**src/design/arch_defs_pkg.sv**
```systemverilog
package arch_defs_pkg;

    // Operand width when the top level does not override it
    localparam int DEFAULT_DATA_WIDTH = 8;

    // Operation code
    localparam int OP_WIDTH = 4;
    localparam int OP_CLASS_BIT = 3;    // 0 arithmetic, 1 logic/shift

    typedef logic [OP_WIDTH-1:0] alu_op_t;

    // Arithmetic class, served by the adder
    localparam alu_op_t ALU_ADD = 4'd0;     // A + B
    localparam alu_op_t ALU_ADC = 4'd1;     // A + B + carry in
    localparam alu_op_t ALU_SUB = 4'd2;     // A - B
    localparam alu_op_t ALU_SBC = 4'd3;     // A - B, carry in means no borrow
    localparam alu_op_t ALU_INR = 4'd4;     // A + 1
    localparam alu_op_t ALU_DCR = 4'd5;     // A - 1
    localparam alu_op_t ALU_CMP = 4'd6;     // A - B, flags only
    localparam alu_op_t ALU_NOP = 4'd7;     // Hold everything

    // Logic class, bitwise operations on A and B
    localparam alu_op_t ALU_AND = 4'd8;
    localparam alu_op_t ALU_OR  = 4'd9;
    localparam alu_op_t ALU_XOR = 4'd10;
    localparam alu_op_t ALU_NOT = 4'd11;    // Inverts A only

    // Logic class, one-bit moves of A
    localparam alu_op_t ALU_SHL = 4'd12;    // Zero enters at bit 0
    localparam alu_op_t ALU_SHR = 4'd13;    // Zero enters at the top
    localparam alu_op_t ALU_RLC = 4'd14;    // Rotate left through carry
    localparam alu_op_t ALU_RRC = 4'd15;    // Rotate right through carry

    // Status flags
    localparam int FLAG_COUNT = 3;

    typedef logic [FLAG_COUNT-1:0] flags_t;

    // Bit positions inside flags_t
    localparam int FLAG_C = 0;      // Carry, or no borrow on subtraction
    localparam int FLAG_Z = 1;      // Result is all zeros
    localparam int FLAG_N = 2;      // Top bit of the result

    // Value after reset: a cleared result reads as zero
    localparam flags_t FLAGS_RESET = 3'b010;

endpackage

```
**src/design/alu.sv**
```systemverilog
module alu #(
    parameter int DATA_WIDTH = arch_defs_pkg::DEFAULT_DATA_WIDTH
) (
    input  logic                   clk,
    input  logic                   reset,
    input  logic [DATA_WIDTH-1:0]  in_one_i,
    input  logic [DATA_WIDTH-1:0]  in_two_i,
    input  logic                   in_carry_i,
    input  arch_defs_pkg::alu_op_t alu_op_i,
    output logic [DATA_WIDTH-1:0]  latched_result_o,
    output logic                   zero_flag_o,
    output logic                   carry_flag_o,
    output logic                   negative_flag_o
);
    import arch_defs_pkg::*;

    logic [DATA_WIDTH-1:0] arith_res;
    logic                  arith_carry;
    logic [DATA_WIDTH-1:0] logic_res;
    logic                  logic_carry;
    flags_t                flags;

    // Both units see every operation and decode only their own codes
    arith_unit #(
        .DATA_WIDTH (DATA_WIDTH)
    ) u_arith_unit (
        .in_one_i      (in_one_i),
        .in_two_i      (in_two_i),
        .in_carry_i    (in_carry_i),
        .alu_op_i      (alu_op_i),
        .arith_res_o   (arith_res),
        .arith_carry_o (arith_carry)
    );

    logic_unit #(
        .DATA_WIDTH (DATA_WIDTH)
    ) u_logic_unit (
        .in_one_i      (in_one_i),
        .in_two_i      (in_two_i),
        .in_carry_i    (in_carry_i),
        .alu_op_i      (alu_op_i),
        .logic_res_o   (logic_res),
        .logic_carry_o (logic_carry)
    );

    // One cycle of latency lives here
    alu_result_reg #(
        .DATA_WIDTH (DATA_WIDTH)
    ) u_alu_result_reg (
        .clk              (clk),
        .reset            (reset),
        .alu_op_i         (alu_op_i),
        .arith_res_i      (arith_res),
        .arith_carry_i    (arith_carry),
        .logic_res_i      (logic_res),
        .logic_carry_i    (logic_carry),
        .latched_result_o (latched_result_o),
        .flags_o          (flags)
    );

    assign carry_flag_o    = flags[FLAG_C];
    assign zero_flag_o     = flags[FLAG_Z];
    assign negative_flag_o = flags[FLAG_N];

endmodule

```
**src/design/alu_result_reg.sv**
```systemverilog
module alu_result_reg #(
    parameter int DATA_WIDTH = arch_defs_pkg::DEFAULT_DATA_WIDTH
) (
    input  logic                   clk,
    input  logic                   reset,
    input  arch_defs_pkg::alu_op_t alu_op_i,
    input  logic [DATA_WIDTH-1:0]  arith_res_i,
    input  logic                   arith_carry_i,
    input  logic [DATA_WIDTH-1:0]  logic_res_i,
    input  logic                   logic_carry_i,
    output logic [DATA_WIDTH-1:0]  latched_result_o,
    output arch_defs_pkg::flags_t  flags_o
);
    import arch_defs_pkg::*;

    logic [DATA_WIDTH-1:0] sel_res;
    logic                  sel_carry;
    logic                  logic_class;     // Bit 3 of the code
    flags_t                next_flags;
    logic                  result_we;       // Result register load
    logic                  flags_we;        // Flag register load

    assign logic_class = alu_op_i[OP_CLASS_BIT];

    // Pick the pair from the unit that owns this code
    always_comb begin
        if (logic_class) begin
            sel_res   = logic_res_i;
            sel_carry = logic_carry_i;
        end else begin
            sel_res   = arith_res_i;
            sel_carry = arith_carry_i;
        end
    end

    // Flags follow the selected result
    always_comb begin
        next_flags         = '0;
        next_flags[FLAG_C] = sel_carry;
        next_flags[FLAG_Z] = (sel_res == '0);
        next_flags[FLAG_N] = sel_res[DATA_WIDTH-1];
    end

    // CMP only touches the flags, NOP touches nothing
    assign result_we = (alu_op_i != ALU_CMP) && (alu_op_i != ALU_NOP);
    assign flags_we  = (alu_op_i != ALU_NOP);

    always_ff @(posedge clk) begin
        if (reset) begin
            latched_result_o <= '0;
        end else if (result_we) begin
            latched_result_o <= sel_res;
        end
    end

    always_ff @(posedge clk) begin
        if (reset) begin
            flags_o <= FLAGS_RESET;     // Cleared result reads as zero
        end else if (flags_we) begin
            flags_o <= next_flags;
        end
    end

endmodule

```
**src/design/arith_unit.sv**
```systemverilog
module arith_unit #(
    parameter int DATA_WIDTH = arch_defs_pkg::DEFAULT_DATA_WIDTH
) (
    input  logic [DATA_WIDTH-1:0]  in_one_i,
    input  logic [DATA_WIDTH-1:0]  in_two_i,
    input  logic                   in_carry_i,
    input  arch_defs_pkg::alu_op_t alu_op_i,
    output logic [DATA_WIDTH-1:0]  arith_res_o,
    output logic                   arith_carry_o
);
    import arch_defs_pkg::*;

    localparam logic [DATA_WIDTH-1:0] ONE = {{(DATA_WIDTH-1){1'b0}}, 1'b1};

    logic [DATA_WIDTH-1:0] addend;      // Second adder input
    logic                  carry_in;    // Adder carry input
    logic                  arith_en;    // Code belongs to this unit
    logic [DATA_WIDTH:0]   sum;         // One bit wider for the carry out

    // Subtraction runs as A + ~B + 1, so the carry out reads as "no borrow"
    always_comb begin
        case (alu_op_i)
            ALU_ADD,
            ALU_ADC: begin
                addend = in_two_i;
            end
            ALU_SUB,
            ALU_SBC,
            ALU_CMP: begin
                addend = ~in_two_i;
            end
            ALU_INR: begin
                addend = ONE;
            end
            ALU_DCR: begin
                addend = ~ONE;      // With carry in set this adds all ones
            end
            default: begin
                addend = '0;
            end
        endcase
    end

    always_comb begin
        case (alu_op_i)
            ALU_ADC,
            ALU_SBC: begin
                carry_in = in_carry_i;  // SBC takes carry in as no borrow
            end
            ALU_SUB,
            ALU_CMP,
            ALU_DCR: begin
                carry_in = 1'b1;        // Completes the two's complement
            end
            default: begin
                carry_in = 1'b0;
            end
        endcase
    end

    // NOP and every logic code leave this unit quiet
    always_comb begin
        case (alu_op_i)
            ALU_ADD,
            ALU_ADC,
            ALU_SUB,
            ALU_SBC,
            ALU_INR,
            ALU_DCR,
            ALU_CMP: begin
                arith_en = 1'b1;
            end
            default: begin
                arith_en = 1'b0;
            end
        endcase
    end

    // Single shared adder
    assign sum = {1'b0, in_one_i} + {1'b0, addend} + {{DATA_WIDTH{1'b0}}, carry_in};

    assign arith_res_o   = arith_en ? sum[DATA_WIDTH-1:0] : '0;
    assign arith_carry_o = arith_en & sum[DATA_WIDTH];  // Bit above the top of the sum

endmodule

```
**src/design/logic_unit.sv**
```systemverilog
module logic_unit #(
    parameter int DATA_WIDTH = arch_defs_pkg::DEFAULT_DATA_WIDTH
) (
    input  logic [DATA_WIDTH-1:0]  in_one_i,
    input  logic [DATA_WIDTH-1:0]  in_two_i,
    input  logic                   in_carry_i,
    input  arch_defs_pkg::alu_op_t alu_op_i,
    output logic [DATA_WIDTH-1:0]  logic_res_o,
    output logic                   logic_carry_o
);
    import arch_defs_pkg::*;

    logic [DATA_WIDTH-1:0] bitwise_res;     // AND, OR, XOR, NOT
    logic [DATA_WIDTH-1:0] move_res;        // Shifts and rotates
    logic                  move_carry;      // Bit pushed out by a move
    logic                  move_en;

    always_comb begin
        case (alu_op_i)
            ALU_AND: bitwise_res = in_one_i & in_two_i;
            ALU_OR:  bitwise_res = in_one_i | in_two_i;
            ALU_XOR: bitwise_res = in_one_i ^ in_two_i;
            ALU_NOT: bitwise_res = ~in_one_i;
            default: bitwise_res = '0;
        endcase
    end

    // Only operand one moves
    always_comb begin
        move_en = 1'b1;
        case (alu_op_i)
            ALU_SHL: begin
                move_res   = {in_one_i[DATA_WIDTH-2:0], 1'b0};
                move_carry = in_one_i[DATA_WIDTH-1];
            end
            ALU_SHR: begin
                move_res   = {1'b0, in_one_i[DATA_WIDTH-1:1]};
                move_carry = in_one_i[0];
            end
            ALU_RLC: begin
                // Old carry enters at bit 0, top bit leaves into carry
                move_res   = {in_one_i[DATA_WIDTH-2:0], in_carry_i};
                move_carry = in_one_i[DATA_WIDTH-1];
            end
            ALU_RRC: begin
                // Old carry enters at the top, bit 0 leaves into carry
                move_res   = {in_carry_i, in_one_i[DATA_WIDTH-1:1]};
                move_carry = in_one_i[0];
            end
            default: begin
                move_res   = '0;
                move_carry = 1'b0;
                move_en    = 1'b0;
            end
        endcase
    end

    // Arithmetic codes give zeros here
    always_comb begin
        if (move_en) begin
            logic_res_o   = move_res;
            logic_carry_o = move_carry;
        end else begin
            logic_res_o   = bitwise_res;
            logic_carry_o = 1'b0;           // Bitwise ops never carry
        end
    end

endmodule
```
**config.mk**
```make
export PLATFORM = sky130hd
export DESIGN_NAME = alu
export DESIGN_NICKNAME = d
export VERILOG_FILES = /design/src/design/arch_defs_pkg.sv /design/src/design/alu.sv /design/src/design/alu_result_reg.sv /design/src/design/arith_unit.sv /design/src/design/logic_unit.sv
export SDC_FILE = /design/constraint.sdc
export NUM_CORES = 1
export LEC_CHECK = 0
export ABC_CLOCK_PERIOD_IN_PS = 4000
export BUFFER_PORTS_ARGS = -buffer_cell sky130_fd_sc_hd__buf_2
export CAP_MARGIN = 20
export CORE_UTILIZATION = 56
export DETAILED_ROUTE_END_ITERATION = 10
export GPL_ROUTABILITY_DRIVEN = 0
export PLACE_DENSITY = 0.86
export RECOVER_POWER = 100
export SETUP_SLACK_MARGIN = 0.1
export SLEW_MARGIN = 5
export SYNTH_ARGS = -nofsm -noshare
export SYNTH_HDL_FRONTEND = slang
export SYNTH_SLANG_ARGS = --single-unit
export TNS_END_PERCENT = 50
```
**constraint.sdc**
```tcl
create_clock -name clk -period 4 [get_ports clk]
set_input_delay 0 -clock clk [delete_from_list [all_inputs] [get_ports clk]]
set_output_delay 0 -clock clk [all_outputs]
set_load 0.01 [all_outputs]
```
==> impl_metrics.ini <==
[outcome]
status = finished, violations left
violations = DRC

[critical_path]
path_depth = 12
reg2reg_depth = 2
max_stage_delay_ns = 0.74
worstPathArrival_ns = 3.34
critPathTopFamily = compound AO/OA/AOI/OAI gates
end_kind = register
crit_slowest_cell = o21ai_0
worstSetupStartpointType = input pin
crit_required_ns = 4.19
critical_path_class = input pin to register
crit_path_cell_trace = buf_2 -> clkinv_1 -> o21ai_0 -> o22a_1 -> nor2_1 -> ha_1 -> xnor2_1 -> a32oi_1 -> o211ai_1 -> a2111oi_1 -> nand4_1 -> o31ai_1
cp_num_buf_inv = 2
crit_path_max_fanout = 21

[clock_tree]
worst_skew_pair.late_latency_ns = 0.27
cts_made_buffers = 3
cts-resized-gates = 0
clock_sinks = 11
clk_pin_slew_ns = 0.07
cts_setup_buffers = 0
tritoncts = done
cts.path.max_buffers = 2
cts-root-buf = clkbuf_4
cts_hold_buf = 0
ctsHtreeMaxLevel = 1

[power_and_ir_drop]
power.share.clock = 0.185
powerDensity_mw_per_mm2 = 218.8
p_int_mw = 0.2445
p_sw_mw = 0.1670
p_total_mw = 0.4115
p_leak_nw = 0.8789
swShare = 0.4059
p_seq_frac = 0.307
pwr-share-comb = 0.508
vdd_drop_max_uv = 122.1

[job]
max-cap-violations = 0

[min_path]
hold_class = input pin to register
holdPathStages = 2

[placement]
portBuffers = 33
dp_hpwl_um = 3382

[global_route]
grt_max_degree = 31
track_usage = 0.2738
grt_pass1_wl_um = 7265
antenna_found_initial = 0
grt_pass1_vias = 1592
busiest_layer = met2
grt_overflow = 0
grt_use_met1 = 0.3670
use_met3 = 0.05134
gr-usage-met2 = 0.4635

[synthesis]
synth-edff-count = 0
synth.distinct_cells = 52
yosys-top-cells-count = ha_1, inv_1, nor2_1
async_flop_share = 0
yosysTopAreaCell = ha_1
synth_ff_type = dfxtp_1
post_synth.cell_area_avg_um2 = 7.567
synth.net_count = 278
ys_top_cells_by_area = ha_1, dfxtp_1, a21oi_1
synthesis.area_mm2 = 0.001740
ys_ff_latch = 11
synth_cells = 230
synth_top_area_share = 0.1653
yosys_warnings = 0
ys_seq_area_frac = 0.1265

[detailed_routing]
first_pass_iters = 7
drt_iter0_drc = 116
wl_per_cell_um = 15.65
vias = 1838
vias_per_cell = 6.427
routed_wl_um = 4475
ant_nets = 0
drc = 4

[timing]
fin_crit_ns = 3.149
hold_viol_final = 0
finalSetupTns_ns = 0
worst_clock_skew_ns = 0
rsz0062_at_grt = false
fmax_mhz = 317.6
setup-violations-final = 0
slew_violations = 0
worstMarginPinSlew_ns = 0.8121
relSlewSlack = 0.4529
finalCritPeriodShare = 0.7872

[floorplanning]
initial_core_util = 0.6101
die-height_um = 57.75
die_w_um = 57.75
rows = 19
io_pins = 34
design.core.area_mm2 = 0.002853
dieArea_mm2 = 0.003335

[finish]
nFillCells = 255
nets = 304
drive_above_1_share = 0.1294
area_growth_pct = 8.052
diodes = 0
## layer usage
| metal | part of all wire | routed length [um] | vias up |
|---|---|---|---|
| met5 | 0 | 0 | - |
| met2 | 0.45 | 2023 | 91 |
| met3 | 0.085 | 380 | 15 |
| met4 | 0.019 | 87 | 0 |
| li1 | - | - | 887 |
| met1 | 0.44 | 1984 | 845 |
## power groups by stage
stage | combinational [mW] | sequential, mW | clock (mW)
final | 0.209 | 0.126 | 0.0760
after global routing | 0.228 | 0.128 | 0.0836
after CTS | 0.209 | 0.126 | 0.0766
after detailed placement | 0.208 | 0.129 | 0
after global placement | 0.203 | 0.128 | 0
after floorplan | 0.143 | 0.134 | 0
## kinds of logic (layout without fill, tap and decap cells)
logic type	count (synthesis)	in the layout	synth area share
AO/OA/AOI/OAI	82	82	0.3242
XOR/XNOR	4	4	0.02013
adder cells (fa/ha/maj)	25	25	0.1884
buffers and inverters	38	63	0.09920
flip-flops	11	11	0.1265
multiplexers	13	13	0.09130
AND/OR/NAND/NOR	57	57	0.1503
## placed cells by master, fill, tap and decap left out, types with 3 or more instances in the layout
cell type / n
inv_1: 23
nor2_1: 23
ha_1: 23
a21oi_1: 22
buf_2: 22
nand2_1: 14
clkbuf_1: 12
dfxtp_1: 11
o21ai_0: 10
mux2i_1: 8
a211oi_1: 8
o211ai_1: 7
o22a_1: 6
nor3_1: 4
nand2b_1: 4
o21ai_1: 4
o2111ai_1: 4
xor2_1: 3
nand3_1: 3
o21a_1: 3
mux2_2: 3
clkbuf_4: 3
## path summary, 6_finish.rpt
path | from | to | slack (ns)
max | alu_op_i[2] | u_alu_result_reg.flags_o[1]$_SDFFE_PP1P_ | 0.85
min | reset | u_alu_result_reg.flags_o[2]$_SDFFE_PP0P_ | 0.01
max reg2reg | u_alu_result_reg.latched_result_o[7]$_SDFFE_PP0P_ | u_alu_result_reg.latched_result_o[7]$_SDFFE_PP0P_ | 3.30
min reg2reg | u_alu_result_reg.flags_o[2]$_SDFFE_PP0P_ | u_alu_result_reg.flags_o[2]$_SDFFE_PP0P_ | 0.46
## cell type report
| cell class | instances | area, um^2 | area share |
|---|---|---|---|
| clock buffers | 4 | 26.28 | 0.01397 |
| well taps | 31 | 38.79 | 0.02063 |
| repair buffers | 34 | 158.9 | 0.08450 |
| inverters | 25 | 93.84 | 0.04990 |
| flip-flops and latches | 11 | 220.2 | 0.1171 |
| multi-input cells | 181 | 1343 | 0.7139 |
## flip-flops by register name (all words and copies together), names as in the netlist
register                           count
u_alu_result_reg.latched_result_o      8
u_alu_result_reg.flags_o               3
## through the flow
step	instances	util	hold slack (ns)	area (um^2)	setup slack (ns)
2_1_floorplan	230	-	0.3032	1740	0.9115
3_3_place_gp	282	0.6566	0.2899	1873	0.9566
3_5_place_dp	282	0.6566	0.2920	1873	0.8062
4_1_cts	286	0.6658	0.006888	1899	1.069
5_1_grt	286	0.6592	0.02644	1881	0.5413
6_report	286	0.6592	0.01087	1881	0.8512
Power figures use the tool's default switching activity.
